$ cat src/ca_pkg.sv
package ca_pkg;

   // ----------------------------------------
   // Widths with a meaning
   // ----------------------------------------
   typedef logic [9:0]  x_t;            // Column index, up to 1024 columns
   typedef logic [8:0]  y_t;            // Row index, up to 512 rows
   typedef logic        cell_t;         // One pixel, 1 is live
   typedef logic [7:0]  rule_t;         // Bit n is next state for pattern n
   typedef logic [2:0]  neighborhood_t; // Left in bit 2, right in bit 0
   typedef logic [7:0]  seed_t;         // Switch seed for the LFSR
   typedef logic [30:0] lfsr_t;         // LFSR state, output is bit 30

   // Load value for an all-zero seed
   localparam lfsr_t lfsr_default = 31'h5555_5555;

   // ----------------------------------------
   // Sweep port request, 21 bits
   // ----------------------------------------
   typedef struct packed
   {
      x_t    x;    // Column
      y_t    y;    // Row
      cell_t data; // Write data
      logic  we;   // Write enable, read otherwise
   } mem_req_t;

   // Sweep phases
   typedef enum logic [3:0]
   {
      clear,      // Zero every address
      seed_row,   // Row 0, one cell per cycle
      read_left,  // Left neighbor data valid
      read_mid,   // Middle neighbor data valid
      read_right, // Right neighbor data valid
      decide,     // Rule output valid
      write_cell, // Store the new cell
      next_cell,  // Advance cursor, issue left read
      copy_read,  // Scroll, read last row
      copy_wait,  // Scroll, data back from memory
      copy_write, // Scroll, write into row 0
      done        // Picture complete
   } sweep_state_t;

endpackage

$ cat src/lfsr_source.sv
module lfsr_source
(
   input  logic           VGA_CTRL_CLK,
   input  logic           reset,
   input  ca_pkg::seed_t  seed,
   input  logic           rand_step,
   output ca_pkg::cell_t  rand_bit
);

   ca_pkg::lfsr_t state_q;  // Shift register
   ca_pkg::cell_t feedback; // New low bit

   // Taps at 27 and 30
   assign feedback = state_q[27] ^ state_q[30];

   always_ff @(posedge VGA_CTRL_CLK)
   begin
      if (reset)
      begin
         // Zero seed would lock up the register
         if (seed == '0)
         begin
            state_q <= ca_pkg::lfsr_default;
         end
         else
         begin
            state_q <= {seed, seed, seed, seed[7:1]}; // 8+8+8+7 bits
         end
      end
      else if (rand_step)
      begin
         state_q <= {state_q[29:0], feedback}; // One bit consumed
      end
   end

   // Bit handed out this cycle
   assign rand_bit = state_q[30];

endmodule

$ cat config.mk
export PLATFORM = sky130hd
export DESIGN_NAME = lfsr_source
export DESIGN_NICKNAME = d
export VERILOG_FILES = /design/src/ca_pkg.sv /design/src/lfsr_source.sv
export SDC_FILE = /design/constraint.sdc
export NUM_CORES = 1
export LEC_CHECK = 0
export BUFFER_PORTS_ARGS = -buffer_cell sky130_fd_sc_hd__buf_2
export CAP_MARGIN = 20
export CORE_ASPECT_RATIO = 1.4
export CORE_UTILIZATION = 56
export CTS_CLUSTER_SIZE = 24
export DETAILED_ROUTE_END_ITERATION = 6
export PLACE_DENSITY = 0.76
export SYNTH_ARGS = -nofsm -noshare
export SYNTH_HDL_FRONTEND = slang
export SYNTH_SLANG_ARGS = --single-unit
$ cat constraint.sdc
create_clock -name VGA_CTRL_CLK -period 1.2 [get_ports VGA_CTRL_CLK]
set_input_delay 0.06 -clock VGA_CTRL_CLK [delete_from_list [all_inputs] [get_ports VGA_CTRL_CLK]]
set_output_delay 0.06 -clock VGA_CTRL_CLK [all_outputs]
set_load 0.02 [all_outputs]
==> flow_metrics.tcl <==
set metrics [dict create \
    status "completed" \
    synth_top_area_share_pct 71.54 \
    totalWireLength_um 2064 \
    ys_seq_area_share_pct 71.54 \
    rsz0062_at_grt "no" \
    max_cap_violations 0 \
    ys_types 12 \
    io_buffers 11 \
    hold_start "seed[4]" \
    post_cts_buffers 0 \
    chipWidth_um 42.74 \
    hp-class "primary input to flip-flop" \
    r2r_slack_ns 0.22 \
    largestRegisters "state_q: 31 flops" \
    end_kind "output pin" \
    grt_max_degree 32 \
    vias 820 \
    fin_nets 141 \
    synth_area_leaders "edfxtp_1, nor2_1, o21ai_0" \
    dp.cells 145 \
    yosysTopAreaCell "edfxtp_1" \
    syn-cell-area_mm2 0.001301 \
    instances_no_fill 153 \
    cp_max_fo 2 \
    syn_area_per_cell_um2 11.52 \
    start_util_pct 59.77 \
    drive_gt1_share_pct 17.56 \
    drv_slew 0 \
    hold_depth 3 \
    grt_pass1_wl_um 3277 \
    finalCritPeriodShare_pct 82.45 \
    min_to "state_q[27]" \
    synth_ff_type "edfxtp_1" \
    critical_path_class "flip-flop to output pin" \
    grt_pass1_vias 807 \
    crit_required_ns 1.14 \
    cts.reportedPaths.clkPinSlew_ns 0.09 \
    hold_viol_final 0 \
    synth_edf_count 31 \
    place_congestion 0.7379 \
    synth_most_common_cell "nor2_1" \
    routedWlPerCell_um 13.49 \
    synth-async-reset-ratio_pct 0 \
    drc_errors 0 \
    vdd_drop_max_mv 0.8620 \
    place_ws_ns 0.09670 \
    area_growth_pct 11.44 \
    slew_headroom_pct 74.73 \
    antenna_found_initial 0 \
    h-tree-depth 2 \
    syn_inst 113 \
    root_buffer "clkbuf_4" \
    gr-total-overflow 0 \
    tns_ns 0 \
    clock_latency_ns 0.33 \
    io_pins 12 \
    drt_iter0_drc 21 \
    setup.worst_path.start_class "flip-flop" \
    coreArea_mm2 0.002177 \
    dr.pass1.iters 4 \
    reg2reg_to "state_q[0]" \
    slowest_delay_ns 0.42 \
    clock-sinks 31 \
    die-area_mm2 0.002523 \
    die_h_um 59.04 \
    fmax_ghz 1.011 \
    leakage_nw 0.6075 \
    r2r_start "state_q[27]" \
    synth_commonest_cells "nor2_1, edfxtp_1, inv_1, o21ai_0" \
    cts_buffer_depth 2 \
    worstPathCellList "buf_2" \
    fp-row-count 20 \
    fillers 175 \
    largest_register_ffs 31 \
    setup_slack_ns 0.2106 \
    regArea_um2 930.9 \
    synth_seq_cells 31 \
    path_buf_inv 1 \
    tightest_slew_ns 0.3759 \
    tritoncts "yes" \
    diodes 0 \
    vias_per_cell 5.359 \
    cts_hold_buf 0 \
    cts_inserted_buffers 5 \
    antenna_left 0 \
    min_period_ns 0.9894 \
    finClkSkew_ns 0.01086 \
    critPathTopFamily "flip-flops" \
    reg2regPathDepth 3 \
    grtUsageTotal_pct 18.98 \
    power_mw 2.097 \
    ctsResizeCount 0 \
    powerDensity_mw_per_mm2 1446 \
    setup_viol 0 \
    slowest_stage "edfxtp_1" \
    hpwl_um 1516 \
    ys_warn_count 0 \
    crit_path_start "state_q[30]" \
    top_register "state_q" \
    synth_fp_nets 124 \
    worstPathArrival_ns 0.93 \
    multi_input_area_um2 295.3 \
]
## tightest hold or removal path, stage by stage
cell and delay [ns]:
buf_2 0.09, nand2_1 0.08, o21ai_0 0.08
## cells by family after synthesis
family | count (synthesis) | synth area share, %
xor gates and xnor gates | 1 | 0.6732
DFF | 31 | 71.54
AOI/OAI and AO/OA | 19 | 7.308
and+or+nand+nor | 43 | 14.71
buffers and inverters | 19 | 5.768
## routing by layer
| layer | up-vias | track usage, % | wire [um] |
|---|---|---|---|
| li1 | 409 | - | - |
| met1 | 386 | 21.96 | 918 |
| met2 | 18 | 30.52 | 1003 |
| met3 | 7 | 5.793 | 78 |
| met4 | 0 | 12.05 | 63 |
| met5 | - | 0 | 0 |
## cells in the final DEF (no fill, tap or decap)
| cell | n |
|---|---|
| nor2_1 | 32 |
| clkbuf_4 | 5 |
| inv_1 | 15 |
| clkbuf_1 | 2 |
| a21oi_1 | 4 |
| buf_12 | 1 |
| nand2b_1 | 4 |
| nor4_2 | 2 |
| xor2_1 | 1 |
| buf_4 | 2 |
| edfxtp_1 | 31 |
| buf_2 | 11 |
| clkinv_2 | 1 |
| or2_2 | 1 |
| o21ai_0 | 15 |
| nand2_1 | 4 |
## how the worst max path moves through the flow
stage	end	slack, ns	cells past startpoint
2_1_floorplan	state_q[0]	0.15	2
5_1_grt	state_q[0]	0.16	3
4_1_cts	rand_bit	0.19	1
6_report	rand_bit	0.21	1
3_5_place_dp	state_q[26]	0.1	4
3_3_place_gp	state_q[26]	0.12	4
## power breakdown
part	switching (mW)	leakage [nW]	internal, mW
Clock	0.317	0.0293	0.228
Combinational	0.124	0.263	0.0717
Sequential	0.0339	0.315	1.32
## cell type report
cell class / instances / share of cell area [%]
multi-input cells: 63 / 20.36
well taps: 22 / 1.898
repair buffers: 14 / 6.212
clock inverters: 1 / 0.3451
inverters: 15 / 3.883
clock buffers: 7 / 3.106
flip-flops and latches: 31 / 64.19
## through the flow
step / hold slack [ns] / instance area [um2] / utilization, %
5_1_grt: 0.1280 / 1450 / 66.61
2_1_floorplan: 0.2777 / 1301 / -
4_1_cts: 0.07461 / 1450 / 66.61
3_3_place_gp: 0.4130 / 1400 / 64.31
6_report: 0.09319 / 1450 / 66.61
3_5_place_dp: 0.4186 / 1400 / 64.31
Note: power is estimated with default switching activity, not from simulation.
