$ cat config.mk
export PLATFORM = sky130hd
export DESIGN_NAME = sweep_control
export DESIGN_NICKNAME = d
export VERILOG_FILES = /design/src/ca_pkg.sv /design/src/sweep_control.sv
export SDC_FILE = /design/constraint.sdc
export NUM_CORES = 1
export LEC_CHECK = 0
export BUFFER_PORTS_ARGS = -buffer_cell sky130_fd_sc_hd__buf_2
export CORE_MARGIN = 1.5
export CORE_UTILIZATION = 30
export CTS_BUF_LIST = sky130_fd_sc_hd__clkbuf_8 sky130_fd_sc_hd__clkbuf_16
export DETAILED_ROUTE_END_ITERATION = 10
export HOLD_SLACK_MARGIN = 0.05
export SLEW_MARGIN = 20
export SYNTH_ARGS = -nofsm -noshare
export SYNTH_HDL_FRONTEND = slang
export SYNTH_SLANG_ARGS = --single-unit
$ cat constraint.sdc
create_clock -name VGA_CTRL_CLK -period 4 [get_ports VGA_CTRL_CLK]
set_clock_uncertainty 0.15 [all_clocks]
set_input_delay 0.8 -clock VGA_CTRL_CLK [delete_from_list [all_inputs] [get_ports VGA_CTRL_CLK]]
set_output_delay 0.8 -clock VGA_CTRL_CLK [all_outputs]
set_load 0.1 [all_outputs]
$ cat src/ca_pkg.sv
package ca_pkg;

   // ----------------------------------------
   // Widths with a meaning
   // ----------------------------------------
   typedef logic [9:0]  x_t;            // Column index, up to 1024 columns
   typedef logic [8:0]  y_t;            // Row index, up to 512 rows
   typedef logic        cell_t;         // One pixel, 1 is live
   typedef logic [7:0]  rule_t;         // Bit n is next state for pattern n
   typedef logic [2:0]  neighborhood_t; // Left in bit 2, right in bit 0
   typedef logic [7:0]  seed_t;         // Switch seed for the LFSR
   typedef logic [30:0] lfsr_t;         // LFSR state, output is bit 30

   // Load value for an all-zero seed
   localparam lfsr_t lfsr_default = 31'h5555_5555;

   // ----------------------------------------
   // Sweep port request, 21 bits
   // ----------------------------------------
   typedef struct packed
   {
      x_t    x;    // Column
      y_t    y;    // Row
      cell_t data; // Write data
      logic  we;   // Write enable, read otherwise
   } mem_req_t;

   // Sweep phases
   typedef enum logic [3:0]
   {
      clear,      // Zero every address
      seed_row,   // Row 0, one cell per cycle
      read_left,  // Left neighbor data valid
      read_mid,   // Middle neighbor data valid
      read_right, // Right neighbor data valid
      decide,     // Rule output valid
      write_cell, // Store the new cell
      next_cell,  // Advance cursor, issue left read
      copy_read,  // Scroll, read last row
      copy_wait,  // Scroll, data back from memory
      copy_write, // Scroll, write into row 0
      done        // Picture complete
   } sweep_state_t;

endpackage

$ cat src/sweep_control.sv
module sweep_control
#(
   parameter int grid_width  = 640,
   parameter int grid_height = 480
)
(
   input  logic              VGA_CTRL_CLK,
   input  logic              reset,
   input  logic              run,
   input  logic              scroll,
   input  logic              random_top,
   input  logic              random_side,
   input  ca_pkg::cell_t     rand_bit,
   input  ca_pkg::cell_t     read_bit,
   input  ca_pkg::cell_t     next_cell,
   output ca_pkg::mem_req_t  mem_req,
   output logic              rand_step,
   output logic              capture_left,
   output logic              capture_mid,
   output logic              capture_right,
   output logic              edge_left,
   output logic              edge_right,
   output ca_pkg::cell_t     edge_bit,
   output logic              done
);

   localparam ca_pkg::x_t last_x = ca_pkg::x_t'(grid_width - 1);
   localparam ca_pkg::y_t last_y = ca_pkg::y_t'(grid_height - 1);
   localparam ca_pkg::x_t mid_x  = ca_pkg::x_t'(grid_width / 2);   // Single seed cell

   ca_pkg::sweep_state_t state;
   ca_pkg::x_t           x_q;           // Cursor column
   ca_pkg::y_t           y_q;           // Cursor row
   ca_pkg::x_t           nx;            // Cursor after this cell
   ca_pkg::y_t           ny;
   ca_pkg::y_t           up_y;          // Row above the cursor
   ca_pkg::cell_t        cell_q;        // Cell waiting to be written
   logic                 random_top_q;
   logic                 random_side_q;
   logic                 at_left;
   logic                 at_right;
   logic                 last_cell;

   // Neighbor columns clamped inside the grid
   function automatic ca_pkg::x_t left_col(ca_pkg::x_t col);
      return (col == '0) ? col : col - 1'b1;
   endfunction

   function automatic ca_pkg::x_t right_col(ca_pkg::x_t col);
      return (col == last_x) ? col : col + 1'b1;
   endfunction

   assign at_left   = (x_q == '0);
   assign at_right  = (x_q == last_x);
   assign last_cell = at_right && (y_q == last_y);
   assign nx        = at_right ? '0 : x_q + 1'b1;      // Row major walk
   assign ny        = at_right ? y_q + 1'b1 : y_q;
   assign up_y      = y_q - 1'b1;

   // ----------------------------------------
   // Phase sequencing
   // ----------------------------------------
   always_ff @(posedge VGA_CTRL_CLK)
   begin
      if (reset)
      begin
         state         <= ca_pkg::clear;
         x_q           <= '0;
         y_q           <= '0;
         random_top_q  <= random_top;
         random_side_q <= random_side;
      end
      else if (run)                          // Low run freezes everything
      begin
         unique case (state)
            ca_pkg::clear:
            begin
               x_q <= nx;
               y_q <= ny;
               if (last_cell)
               begin
                  state <= ca_pkg::seed_row;
                  x_q   <= '0;
                  y_q   <= '0;
               end
            end
            ca_pkg::seed_row:
            begin
               if (at_right)
                  state <= ca_pkg::next_cell; // Cursor wraps to row 1 there
               else
                  x_q <= nx;
            end
            ca_pkg::next_cell:
            begin
               if (last_cell)
               begin
                  state <= ca_pkg::done;
               end
               else
               begin
                  x_q   <= nx;
                  y_q   <= ny;
                  state <= ca_pkg::read_left;
               end
            end
            ca_pkg::read_left:  state <= ca_pkg::read_mid;
            ca_pkg::read_mid:   state <= ca_pkg::read_right;
            ca_pkg::read_right: state <= ca_pkg::decide;
            ca_pkg::decide:     state <= ca_pkg::write_cell;
            ca_pkg::write_cell: state <= ca_pkg::next_cell;
            ca_pkg::done:
            begin
               if (scroll)
               begin
                  state <= ca_pkg::copy_read;
                  x_q   <= '0;
               end
            end
            ca_pkg::copy_read:  state <= ca_pkg::copy_wait;
            ca_pkg::copy_wait:  state <= ca_pkg::copy_write;
            ca_pkg::copy_write:
            begin
               if (at_right)
               begin
                  y_q   <= '0;                // Next cell lands on row 1
                  state <= ca_pkg::next_cell;
               end
               else
               begin
                  x_q   <= nx;
                  state <= ca_pkg::copy_read;
               end
            end
            default: state <= ca_pkg::clear;
         endcase
      end
   end

   // Cell to write, from the rule or from the last row
   always_ff @(posedge VGA_CTRL_CLK)
   begin
      if (run && state == ca_pkg::decide)
         cell_q <= next_cell;
      else if (run && state == ca_pkg::copy_wait)
         cell_q <= read_bit;
   end

   // ----------------------------------------
   // Memory request and decode strobes
   // ----------------------------------------
   always_comb
   begin
      mem_req.x     = x_q;
      mem_req.y     = up_y;
      mem_req.data  = 1'b0;
      mem_req.we    = 1'b0;
      rand_step     = 1'b0;
      capture_left  = 1'b0;
      capture_mid   = 1'b0;
      capture_right = 1'b0;
      edge_left     = 1'b0;
      edge_right    = 1'b0;
      unique case (state)
         ca_pkg::clear:
         begin
            mem_req.y  = y_q;
            mem_req.we = run;                 // Data stays zero
         end
         ca_pkg::seed_row:
         begin
            mem_req.y    = y_q;
            mem_req.data = random_top_q ? rand_bit : (x_q == mid_x);
            mem_req.we   = run;
            rand_step    = run && random_top_q;
         end
         ca_pkg::next_cell:
         begin
            mem_req.x = left_col(nx);         // Left read for the coming cell
            mem_req.y = ny - 1'b1;
         end
         ca_pkg::read_left:
         begin
            // Frozen cycles replay the read this state needs
            mem_req.x    = run ? x_q : left_col(x_q);
            capture_left = run && !at_left;
            edge_left    = run && at_left;
            rand_step    = run && at_left && random_side_q;
         end
         ca_pkg::read_mid:
         begin
            mem_req.x   = run ? right_col(x_q) : x_q;
            capture_mid = run;
         end
         ca_pkg::read_right:
         begin
            mem_req.x     = right_col(x_q);
            capture_right = run && !at_right;
            edge_right    = run && at_right;
            rand_step     = run && at_right && random_side_q;
         end
         ca_pkg::write_cell:
         begin
            mem_req.y    = y_q;
            mem_req.data = cell_q;
            mem_req.we   = run;
         end
         ca_pkg::copy_read, ca_pkg::copy_wait:
            mem_req.y = last_y;               // Source is the bottom row
         ca_pkg::copy_write:
         begin
            mem_req.y    = '0;
            mem_req.data = cell_q;
            mem_req.we   = run;
         end
         default: ;
      endcase
   end

   assign edge_bit = random_side_q ? rand_bit : 1'b0; // Zero edges unless random
   assign done     = (state == ca_pkg::done);

endmodule

==> out/metrics.cfg <==
[status]
status = complete, no violations

[drt]
avgViaCountPerCell = 6.19
wire_per_inst_um = 18.5
vias = 4232
dr.pass1.iters = 7
drtIter0Drc = 374
antenna_left = 0
route.detailed.drc = 0
routed_wl_mm = 12.7

[critical_path]
ff2ff_setup_slack_ns = 0.65
start_kind = flop
cp_max_fo = 6
r2r-end = x_q[8]
path_class = reg -> out
end_kind = output port
worstSetupEndpoint = mem_req[6]
worst-r2r-cell-count = 7
required_ns = 3.05
timing.rr.start = x_q[9]
cp-startpoint = x_q[9]
worstPathArrival_ns = 2.94

[clock_tree]
clock_latency_ns = 0.27
cts_tree = built
cts_htree_levels = 1
clk_path_buf_depth = 2
cts_buffers = 3
numClockSinks = 26
clk_pin_slew_worst_paths_ns = 0.07
clockRootBuffer = clkbuf_16

[synth]
synth_area_leaders = dfxtp_1, a21oi_1, nor2_1, o21ai_0, nand2_1
syn-num-nets = 526
ys_ff_latch = 26
avgSynthCellArea_um2 = 6.76
synth_top_flop_cell = dfxtp_1
synthCells = 510
syn_area_mm2 = 0.00345
synth-async-reset-ratio_pct = 0
ys_warn_count = 0
synthTopCellsByCount = nor2_1, a21oi_1, nand2_1
synth_most_common_cell = nor2_1
synth-seq-area-share_pct = 16.0
synth_edf_count = 3
synth_area_leader_cell = dfxtp_1
synth_cell_types = 75
yosys.area.top_type_share_pct = 13.4

[placement]
io_buffer_count = 37
place_hpwl_mm = 9.30
pre_cts_ws_ns = 0.213
gp_congestion = 0.939
dpl.cell_count = 675

[final_layout]
n_fill_cell = 1138
antenna_cells = 0
areaGrowthSynthToFinish_pct = 31.6
fin_util_pct = 41.1
instances_no_fill = 684
drive_gt1_share_pct = 25.7
nets = 561

[die]
core_area_mm2 = 0.0110
die_h_um = 110
die_w_um = 110
io_pins = 38
initial_core_util_pct = 31.2
rows = 38
die-area_mm2 = 0.0121

[power_and_ir_drop]
ir_drop_mv = 0.116
leakage_nw = 1.60
power_mw = 0.635
powerDensity_mw_per_mm2 = 140

[global_routing]
grt_pass1_wl_mm = 19.9
overflow = 0
first_global_vias = 3811
grt_max_degree = 31
grt_antenna_before_repair = 0
grt_usage_pct = 20.9

[timing]
fmax_mhz = 257
finalHoldViolations = 0
post-route-period-util_pct = 97.1
post-route-min-period_ns = 3.89
max_slew_margin_pct = 54.4
tightest_slew_ns = 0.679
setup_slack_ns = 0.115
slew_viol_final = 0
final.setup.tns_ns = 0
setup_violations = 0

[hold_path]
worstHoldPathType = reg -> reg
hold_path_depth = 2

[run]
cap_violations = 0

[per-stage QoR]
stage | hold WS [ns] | area, µm²
after floorplan | 0.334 | 3640
after global placement | 0.409 | 4300
after detailed placement | 0.413 | 4300
after CTS | 0.418 | 4410
after global routing | 0.473 | 4530
final | 0.429 | 4530
[sequential cells by signal, summed over array words and instances, names as in the netlist]
name and cells:
cell_q 1, x_q 10, random_top_q 1, y_q 9, random_side_q 1, state 4
[worst max-delay path: stages (launching register included)]
cell and delay (ns):
dfxtp_1 0.35, or3b_4 0.45, or4_1 0.56, nor2_2 0.20, xnor2_1 0.15, nand3_1 0.11
xor2_1 0.19, a221o_1 0.36, buf_2 0.30
[per-layer routing]
| layer | share of wire [%] | vias up | track usage, % |
|---|---|---|---|
| met5 | 0 | - | 0 |
| met4 | 1.9 | 0 | 5.22 |
| met3 | 8.0 | 22 | 2.41 |
| met2 | 47 | 208 | 34.5 |
| met1 | 44 | 2001 | 29.0 |
| li1 | - | 2001 | - |
[how the worst min path moves through the flow]
stage          startpoint     end
6_report           x_q[2]  x_q[2]
2_1_floorplan      x_q[0]  x_q[0]
4_1_cts            x_q[2]  x_q[2]
3_3_place_gp       x_q[1]  x_q[1]
5_1_grt            y_q[2]  y_q[2]
3_5_place_dp       x_q[1]  x_q[1]
[cells in the final DEF, fill, tap and decap left out, drive strengths merged, types with 4 or more instances in the layout]
cell	n
a211oi	6
a21o	4
a21oi	53
a221o	4
a221oi	4
a22oi	6
a31oi	8
and2	6
and3	7
buf	75
clkinv	4
dfxtp	23
ha	7
inv	12
mux2i	6
nand2	41
nand2b	5
nand3	18
nand4	8
nor2	56
nor2b	4
nor3	21
nor4	10
o211ai	6
o21ai	32
o21bai	4
o221ai	4
o22ai	7
o31ai	7
or3	8
or3b	6
or4	8
xnor2	14
xor2	5
[area by class of cell]
| type | count | area (µm²) | share of cell area [%] |
|---|---|---|---|
| Sequential cell | 26 | 558 | 12.3 |
| Clock buffer | 3 | 75.1 | 1.66 |
| Multi-Input combinational cell | 424 | 2940 | 64.9 |
| Clock inverter | 1 | 3.75 | 0.0828 |
| Inverter | 15 | 56.3 | 1.24 |
| Tap cell | 140 | 175 | 3.86 |
| Timing Repair Buffer | 75 | 721 | 15.9 |
[where the power goes]
part / switching, mW / internal (mW)
Combinational: 0.0834 / 0.0449
Clock: 0.100 / 0.134
Sequential: 0.00487 / 0.267
Total: 0.188 / 0.446
[cells by family after synthesis]
kind of cell | after synthesis | share of synthesized area (%)
DFF | 26 | 16.0
xor gates and xnor gates | 19 | 4.83
adders and majority gates | 7 | 2.54
muxes | 9 | 2.72
AOI/OAI and AO/OA | 171 | 32.6
buffers and inverters | 61 | 7.12
and+or+nand+nor | 217 | 34.2
[what timing repair did]
item / 4_1_cts / 5_1_grt
pin swaps: 5 / 6
hold buffers: 0 / 0
buffers inserted: 2 / 2
resized for setup: 6 / 25
setup endpoints to repair: 9 / 13
gates cloned: 0 / 1
Note: power is estimated with default switching activity, not from simulation.
