<file path="config.mk">
export PLATFORM = sky130hd
export DESIGN_NAME = neighborhood_decode
export DESIGN_NICKNAME = d
export VERILOG_FILES = /design/src/ca_pkg.sv /design/src/neighborhood_decode.sv
export SDC_FILE = /design/constraint.sdc
export NUM_CORES = 1
export LEC_CHECK = 0
export BUFFER_PORTS_ARGS = -buffer_cell sky130_fd_sc_hd__buf_4
export CAP_MARGIN = 20
export CORE_AREA = 3 3 40 42
export CTS_CLUSTER_SIZE = 30
export DETAILED_ROUTE_END_ITERATION = 16
export DIE_AREA = 0 0 43 45
export HOLD_SLACK_MARGIN = 0.12
export SLEW_MARGIN = 20
export SYNTH_ARGS = -nofsm -noshare
export SYNTH_HDL_FRONTEND = slang
export SYNTH_SLANG_ARGS = --single-unit
</file>
<file path="constraint.sdc">
create_clock -name VGA_CTRL_CLK -period 1.31 [get_ports VGA_CTRL_CLK]
set_input_delay 0.131 -clock VGA_CTRL_CLK [delete_from_list [all_inputs] [get_ports VGA_CTRL_CLK]]
set_output_delay 0.131 -clock VGA_CTRL_CLK [all_outputs]
set_load 0.01 [all_outputs]
</file>
<file path="src/ca_pkg.sv">
package ca_pkg;

   // ----------------------------------------
   // Widths with a meaning
   // ----------------------------------------
   typedef logic [9:0]  x_t;            // Column index, up to 1024 columns
   typedef logic [8:0]  y_t;            // Row index, up to 512 rows
   typedef logic        cell_t;         // One pixel, 1 is live
   typedef logic [7:0]  rule_t;         // Bit n is next state for pattern n
   typedef logic [2:0]  neighborhood_t; // Left in bit 2, right in bit 0
   typedef logic [7:0]  seed_t;         // Switch seed for the LFSR
   typedef logic [30:0] lfsr_t;         // LFSR state, output is bit 30

   // Load value for an all-zero seed
   localparam lfsr_t lfsr_default = 31'h5555_5555;

   // ----------------------------------------
   // Sweep port request, 21 bits
   // ----------------------------------------
   typedef struct packed
   {
      x_t    x;    // Column
      y_t    y;    // Row
      cell_t data; // Write data
      logic  we;   // Write enable, read otherwise
   } mem_req_t;

   // Sweep phases
   typedef enum logic [3:0]
   {
      clear,      // Zero every address
      seed_row,   // Row 0, one cell per cycle
      read_left,  // Left neighbor data valid
      read_mid,   // Middle neighbor data valid
      read_right, // Right neighbor data valid
      decide,     // Rule output valid
      write_cell, // Store the new cell
      next_cell,  // Advance cursor, issue left read
      copy_read,  // Scroll, read last row
      copy_wait,  // Scroll, data back from memory
      copy_write, // Scroll, write into row 0
      done        // Picture complete
   } sweep_state_t;

endpackage

</file>
<file path="src/neighborhood_decode.sv">
module neighborhood_decode
#(
   parameter int grid_width = 640
)
(
   input  logic           VGA_CTRL_CLK,
   input  logic           reset,
   input  ca_pkg::cell_t  read_bit,
   input  logic           capture_left,
   input  logic           capture_mid,
   input  logic           capture_right,
   input  logic           edge_left,
   input  logic           edge_right,
   input  ca_pkg::cell_t  edge_bit,
   input  ca_pkg::rule_t  rule,
   output ca_pkg::cell_t  next_cell
);

   ca_pkg::neighborhood_t pattern; // Three cells above the cursor
   ca_pkg::rule_t         rule_q;  // Rule held from reset

   // Column index is 10 bits wide
   if (grid_width < 1 || grid_width > 1024)
   begin : g_width_check
      $error("grid_width %0d does not fit the column index", grid_width);
   end

   always_ff @(posedge VGA_CTRL_CLK)
   begin
      if (reset)
      begin
         rule_q  <= rule;    // Switches sampled once
         pattern <= '0;
      end
      else
      begin
         // Left neighbor, memory or edge
         if (capture_left)
         begin
            pattern[2] <= read_bit;
         end
         else if (edge_left)
         begin
            pattern[2] <= edge_bit;
         end
         if (capture_mid)
            pattern[1] <= read_bit;
         // Right neighbor, memory or edge
         if (capture_right)
         begin
            pattern[0] <= read_bit;
         end
         else if (edge_right)
         begin
            pattern[0] <= edge_bit;
         end
      end
   end

   // Rule table lookup
   assign next_cell = rule_q[pattern];

endmodule

</file>
==> results of run 1 <==
-- synthesized netlist by cell type --
library cell,n
mux4_1,2
edfxtp_1,8
mux2_2,1
a211oi_1,2
mux2i_1,3
nor2_1,1
nor2b_1,2
dfxtp_1,3
inv_1,2
-- routing by layer --
| metal | global-route usage, % | vias up |
|---|---|---|
| li1 | - | 155 |
| met1 | 10.5 | 145 |
| met2 | 19.5 | 14 |
| met3 | 4.38 | 0 |
| met4 | 9.04 | 0 |
| met5 | 0 | - |
-- repair_timing --
action	CTS	global route
pin swaps	0	0
hold endpoints to repair	10	0
gates resized for setup	5	0
setup endpoints to repair	1	1
cloned	0	0
hold buffers	10	0
-- area by class of cell --
type / count / area (um2) / share of cell area (%)
sequential: 11 / 302 / 42.7
timing repair buffer: 27 / 231 / 32.7
multi-input combinational: 11 / 121 / 17.2
clock buffer: 4 / 26.3 / 3.72
tap: 15 / 18.8 / 2.65
inverter: 2 / 7.51 / 1.06
-- registers in the layout, summed over array words and instances (netlist names) --
| register | flops |
|---|---|
| pattern | 3 |
| rule_q | 8 |
-- kinds of logic (layout without fill, tap and decap cells) --
group | count (synthesis) | in the layout | share of synthesized area (%)
flip-flops | 11 | 11 | 69.4
multiplexers | 6 | 6 | 21.7
AND/OR/NAND/NOR | 3 | 3 | 3.76
AO/OA/AOI/OAI | 2 | 2 | 3.47
buffers and inverters | 2 | 33 | 1.73
-- worst max-delay path: stages (launching register included) --
cell and delay (ps):
dfxtp_2 360, mux4_2 500, mux2_4 280, buf_6 120
-- worst paths after layout --
kind	depth (start not counted)	slack, ps	startpoint	endpoint
max	3	-340	pattern[0]	next_cell
min	3	130	capture_mid	pattern[1]
max reg2reg	2	520	pattern[2]	pattern[2]
min reg2reg	2	530	pattern[1]	pattern[1]
-- where the power goes --
group / leakage [nW] / internal, mW / switching (mW) / total, mW
clock network: 0.0150 / 0.117 / 0.0998 / 0.217
registers: 0.103 / 0.402 / 0.0119 / 0.414
logic: 0.180 / 0.0887 / 0.0334 / 0.122
total: 0.299 / 0.609 / 0.145 / 0.754
-- per-stage QoR --
stage	power, mW	setup WS [ps]	cell area [um2]	hold slack, ps	cells
floorplan	0.451	7.03	433	203	24
global placement	0.506	-121	579	309	56
detailed placement	0.510	-144	579	310	56
CTS	0.769	-361	707	122	70
global route	0.798	-397	707	146	70
finish	0.754	-337	707	128	70
==> metrics, run 1 <==
max-slew violations 0; Yosys top cell area share 55.5%; global-route wire length before repair 1470 um; largest area contributor in the netlist edfxtp_1; ant diodes 0; fill cell count 110; DRT Wirelength 819 um; max-cap viol count 0; crit path DAT 1520 ps; number of port buffers 17; P_leak 0.299 nW; syn avg cell area 18.0 um2; Ys Warns 0; crit share post-route 126%; RSZ-0062 raised after global routing true; Rows 13; CTS Buf Count 3; largest net degree at the start of global routing 12; post-layout util 55.0%; root buffer cell clkbuf_4; Data required, critical path 1180 ps; Clock transition at path regs 60 ps; Min Clock Period, post-route 1650 ps; met2 wire len 438 um; H-tree levels 1; synthesized instance count 24; clock sinks 11; Area growth, synth to finish 63.3%; clk buf depth 2; final setup skew 0 ps; PD cells 1070 nW/um2; #FFs+latches synth 11; met3 WL 68 um; Routed Antenna Nets 0; post-CTS setup buffer count 0; Initial DRC Count 5; Core ar. 1280 um2; final setup violation count 1; Seq/Total Area, Yosys 69.4%; commonest non-fill, non-tap cell in the layout buf_4; measured slew at the worst slew-check pin 199 ps; Distinct cells, synth 9; maximum vdd drop 0.571 mV; Mapped Area 433 um2; Fin. Hold Viols 0; CTS tree yes; wl on met1 312 um; CP Launch Type flip-flop; GP Congestion 0.660; DIE HEIGHT 45 um; total congestion overflow 0; Peak Freq 607 MHz; initial antenna violation count 0; die area 1940 um2; Clk Latency, worst-skew pair 260 ps; vias after detailed routing 314; Die Span X 43 um; CP Max Fanout 3; starting density of the core 33.7%; violated checks setup timing; most frequent cells in the layout buf_4 (16), dlygate4sd3_1 (10), edfxtp_1 (8), mux2i_1 (3), clkbuf_4 (3); top layer in use met3; number of global-route vias before repair 373; critical path capture point type output port; Hold WC Path Type input port to flip-flop; Fin Setup TNS -337 ps; I/O pin count 18; Worst slew margin 86.6%; DR WL/cell 11.7 um; Setup CP Type flip-flop to output port; fin nets 73; Pre-antenna DRT Iters 2; proportion of layout cells with a drive suffix above 1 43.6%; vias per cell 4.49; PnR worst setup slack -337 ps; Area contributors post-synth edfxtp_1 (55%), dfxtp_1 (14%), mux4_1 (12%); synthesized net count 41; status finished with violations; DRC 0; Total GRT Usage 11.2%; Detail Placement HPWL 555 um
(Power assumes the default switching activity.)
==> run 2: changes to the inputs <==
--- a/config.mk
+++ b/config.mk
@@ -12,6 +12,7 @@
 export DETAILED_ROUTE_END_ITERATION = 16
 export DIE_AREA = 0 0 43 45
 export HOLD_SLACK_MARGIN = 0.12
+export REMOVE_ABC_BUFFERS = 1
 export SLEW_MARGIN = 20
 export SYNTH_ARGS = -nofsm -noshare
 export SYNTH_HDL_FRONTEND = slang
==> constraint.sdc (replaced) <==
create_clock -name VGA_CTRL_CLK -period 2.05 [get_ports VGA_CTRL_CLK]
set_input_delay 0.205 -clock VGA_CTRL_CLK [delete_from_list [all_inputs] [get_ports VGA_CTRL_CLK]]
set_output_delay 0.205 -clock VGA_CTRL_CLK [all_outputs]
set_load 0.01 [all_outputs]
==> run 2 against run 1 <==
Net effect: the run now ends clean; cell count down 2.9%; critical path depth unchanged; cell area is 3.0% lower; largest power group unchanged.
==> metrics, run 2 (synthesis gave the netlist of run 1 again) <==
CTS tree yes; DIE HEIGHT 45 um (unchanged); Die Span X 43 um (unchanged); post-layout util 53.4% (-1.7 points); GP Congestion 0.660 (unchanged); vias per cell 4.51 (+0.65%); measured slew at the worst slew-check pin 193 ps (-6.04 ps); Power Internal 0.381 mW (-37%); Inst Count DP 56 (unchanged); root buffer cell clkbuf_4; Pre-antenna DRT Iters 2 (unchanged); Clock transition at path regs 70 ps (about the same); CTS Buf Count 3 (unchanged); clk buf depth 2 (unchanged); number of global-route vias before repair 372 (-0.27%); DRC 0 (unchanged); initial antenna violation count 0 (unchanged); NetSw 0.0899 mW (-38%); Data required, critical path 1850 ps (+670 ps); RSZ-0062 raised after global routing false; most frequent cells in the layout buf_4 (17), dlygate4sd3_1 (8), edfxtp_1 (8); Min Clock Period, post-route 1810 ps; worst path cell trace mux4_1 > mux2_2 > buf_4; number of port buffers 17 (unchanged); final setup violation count 0 (-1); critical path capture point type output port; Fin Setup TNS 0 ps (+337 ps); commonest non-fill, non-tap cell in the layout buf_4; final setup skew 0 ps (unchanged); ant diodes 0 (unchanged); Rows 13 (unchanged); Detail Placement HPWL 555 um (unchanged); CTS resizes 0 (-5); P_leak 0.292 nW (-2.0%); CP Max Fanout 3 (unchanged); Routed Antenna Nets 0 (unchanged); post-CTS setup buffer count 0 (unchanged); Setup CP Type flip-flop to output port; crit path DAT 1600 ps (+80 ps); Clock power frac 29.5% (+0.7 points); die area 1940 um2 (unchanged); Power, Total 0.471 mW (-38%); I/O pin count 18 (unchanged); top flop regs rule_q (8), pattern (3); switching share of total power 19.1% (-0.16 points); Initial DRC Count 1 (-4); Crit path largest cell delay 560 ps (+60 ps); CP Launch Type flip-flop; DRT Wirelength 783 um (-4.4%); status completed; Clk Latency, worst-skew pair 260 ps (about the same); Area growth, synth to finish 58.4%; Peak Freq 553 MHz; largest net degree at the start of global routing 12 (unchanged); Total GRT Usage 10.9% (-0.34 points); starting density of the core 33.7% (unchanged); proportion of layout cells with a drive suffix above 1 39.6% (-4.0 points); clock sinks 11 (unchanged); largest register by flop count rule_q; Core ar. 1280 um2 (unchanged); fin nets 71 (-2.7%); Fin. Hold Viols 0 (unchanged); DR WL/cell 11.5 um (-1.6%); max-slew violations 0 (unchanged); post-cts hold buffer count 8 (-2); WHS 200 ps (+71.8 ps); H-tree levels 1 (unchanged); Combinational Power Share 14.7% (-1.5 points); sequential group share of total power 55.8% (+0.8 points); maximum vdd drop 0.365 mV (-36%); max FFs per register 8 (unchanged); slowest stage cell on the critical path mux4_1; max-cap viol count 0 (unchanged); Final Instance Count excl. Fillers 68 (-2.9%); PD cells 687 nW/um2 (-36%); global-route wire length before repair 1410 um (-3.7%); Hold WC Path Type input port to flip-flop; vias after detailed routing 307 (-2.2%); Worst slew margin 87.0% (+0.41 points); crit share post-route 88.3%; total congestion overflow 0 (unchanged)
[run 2: cell types whose count changed in the layout (fill, tap and decap cells not counted), sizes merged]
cell,change
dlygate4sd3,-2
[run 2: path summary, 6_finish.rpt]
kind	start	end	slack (ps)	cells past startpoint
setup / recovery	pattern[0]	next_cell	240	3
hold / removal	capture_right	pattern[0]	200	3
setup reg to reg	pattern[2]	pattern[2]	1280	2
hold reg to reg	pattern[1]	pattern[1]	510	2
[run 2: area by class of cell]
cell class                      instances  area (um2)
Timing Repair Buffer                   25         208
Clock buffer                            4        26.3
Tap cell                               15        18.8
Multi-Input combinational cell         11         125
Inverter                                2        7.51
Fill cell                             113         599
Sequential cell                        11         300
[run 2: power groups by stage]
stage	Sequential [mW]	Combinational, mW	Clock, mW
2_1_floorplan	0.266	0.0224	0
6_report	0.263	0.0691	0.139
5_1_grt	0.265	0.0754	0.159
3_3_place_gp	0.268	0.0557	0
3_5_place_dp	0.268	0.0577	0
4_1_cts	0.263	0.0700	0.148
[run 2: layer usage]
layer | global-route usage [%] | wire length, um | up-vias
met5 | 0 | 0 | -
met3 | 4.78 | 74 | 0
li1 | - | - | 152
met1 | 9.25 | 270 | 141
met2 | 19.5 | 439 | 14
met4 | 9.04 | 0 | 0
[run 2: worst max-delay path: cells and delay by family (launching register included)]
family,cells,cell delay [ps]
multiplexers,2,830
flip-flops,1,370
buffers and inverters,1,140
[run 2: per-stage QoR]
stage               setup WS (ps)  instance area (um2)
detailed placement            522                  579
CTS                           221                  686
global route                  188                  686
floorplan                     673                  433
finish                        240                  686
global placement              545                  579
==> run 3: changes to the inputs <==
--- a/config.mk
+++ b/config.mk
@@ -11,6 +11,7 @@
 export CTS_CLUSTER_SIZE = 30
 export DETAILED_ROUTE_END_ITERATION = 16
 export DIE_AREA = 0 0 43 45
+export GPL_ROUTABILITY_DRIVEN = 0
 export HOLD_SLACK_MARGIN = 0.12
 export REMOVE_ABC_BUFFERS = 1
 export SLEW_MARGIN = 20
==> constraint.sdc (replaced) <==
create_clock -name VGA_CTRL_CLK -period 2.05 [get_ports VGA_CTRL_CLK]
set_input_delay 0.1025 -clock VGA_CTRL_CLK [delete_from_list [all_inputs] [get_ports VGA_CTRL_CLK]]
set_output_delay 0.1025 -clock VGA_CTRL_CLK [all_outputs]
set_load 0.01 [all_outputs]
==> run 3 against run 2 <==
Net effect: sequential share of layout area is 4.1 points lower; register-to-register slack worse by 940 ps; clock power hardly changed; hold slack worse by 50 ps; die area stayed put; cell area is 10% higher; sequential power hardly changed; highest routed layer unchanged.
==> metrics, run 3 (synthesis gave the netlist of run 1 again) <==
Setup CP Type input port to flip-flop; Clk Latency, worst-skew pair 260 ps (about the same); Hold WC Path Type input port to flip-flop; Reg2Reg Setup Slack 340 ps (-940 ps); top flop regs rule_q (8), pattern (3); proportion of layout cells with a drive suffix above 1 35.0% (-4.6 points); Final Instance Count excl. Fillers 75 (+10%); CP Launch Type input port; measured slew at the worst slew-check pin 184 ps (-8.94 ps); most frequent cells in the layout buf_4 (17), dlygate4sd3_1 (15), edfxtp_1 (8); PD cells 641 nW/um2 (-6.7%); Clock transition at path regs 70 ps (about the same); fill cell count 104 (-8.0%); root buffer cell clkbuf_4; final setup skew 0 ps (unchanged); CP Max Fanout 1 (-2); Fin. Hold Viols 0 (unchanged); DIE HEIGHT 45 um (unchanged); Inst Count DP 56 (unchanged); fin nets 78 (+9.9%); number of global-route vias before repair 390 (+4.8%); Min Clock Period, post-route 1930 ps (+123 ps); global-route wire length before repair 1510 um (+6.9%); DR WL/cell 11.5 um (+0.28%); largest register by flop count rule_q; crit share post-route 94.3% (+6.0 points); number of port buffers 17 (unchanged); Total GRT Usage 11.7% (+0.77 points); ant diodes 0 (unchanged); Fin Setup TNS 0 ps (unchanged); I/O pin count 18 (unchanged); CTS Buf Count 3 (unchanged); status completed; Core ar. 1280 um2 (unchanged); Power, Total 0.484 mW (+2.8%); Data required, critical path 2190 ps (+340 ps); maximum vdd drop 0.365 mV (about the same); commonest non-fill, non-tap cell in the layout buf_4; initial antenna violation count 0 (unchanged); final setup violation count 0 (unchanged); max-slew violations 0 (unchanged); Worst slew margin 87.6% (+0.60 points); max FFs per register 8 (unchanged); clk buf depth 2 (unchanged); Area growth, synth to finish 74.6%; vias per cell 4.36 (-3.4%); largest net degree at the start of global routing 12 (unchanged); Peak Freq 517 MHz (-6.4%); Pre-antenna DRT Iters 2 (unchanged); Die Span X 43 um (unchanged); max-cap viol count 0 (unchanged); die area 1940 um2 (unchanged); CTS tree yes; CTS resizes 0 (unchanged); DRC 0 (unchanged); critical path capture point type flip-flop; RSZ-0062 raised after global routing false; Rows 13 (unchanged); Initial DRC Count 5 (+4); Detail Placement HPWL 555 um (unchanged); vias after detailed routing 327 (+6.5%); starting density of the core 33.7% (unchanged); DRT Wirelength 866 um (+11%); H-tree levels 1 (unchanged); clock sinks 11 (unchanged); Routed Antenna Nets 0 (unchanged); P_leak 0.325 nW (+11%); crit path DAT 2080 ps (+480 ps); total congestion overflow 0 (unchanged)
==> run 3: layout make-up <==
class | instances | area, um2 | area share [%]
Timing Repair Buffer | 32 | 278 | 36.8
Multi-Input combinational cell | 11 | 125 | 16.6
Inverter | 2 | 7.51 | 0.993
Tap cell | 15 | 18.8 | 2.48
Clock buffer | 4 | 26.3 | 3.48
Sequential cell | 11 | 300 | 39.7
==> run 3: stage by stage <==
stage	setup WS (ps)	instance area, um2	util [%]	hold slack, ps
after floorplan	776	433	-	175
after global placement	647	579	45.1	280
after detailed placement	625	579	45.1	282
after CTS	171	756	58.8	139
after global routing	58.7	756	58.8	145
final	117	756	58.8	149
==> run 3: final timing paths <==
path,startpoint,end,cells after the start
worst max register to register,pattern[1],pattern[1],4
worst max-delay path,capture_mid,pattern[1],6
worst min register to register,pattern[2],pattern[2],3
worst min-delay path,reset,rule_q[4],1
==> run 3: what timing repair did <==
action                    CTS  global route
hold endpoints to repair   11             0
buffers inserted            0             0
hold buffers               15             0
==> run 3: critical path: stages <==
cell and delay [ps]:
dlygate4sd3_1 540, buf_4 140, mux2i_1 120, dlygate4sd3_1 560, nor2_1 50, dlygate4sd3_1 560
==> run 3: report_power, final <==
part	switching, mW	internal (mW)
clock	0.0642	0.0751
combinational	0.0225	0.0598
sequential	0.00596	0.257
==> run 3: per-layer routing <==
layer	up-vias	GRT usage (%)	part of all wire, %
met5	-	0	0
met4	0	9.04	0
met3	0	4.78	8.7
met2	14	21.3	54
met1	147	10.0	38
li1	166	-	-
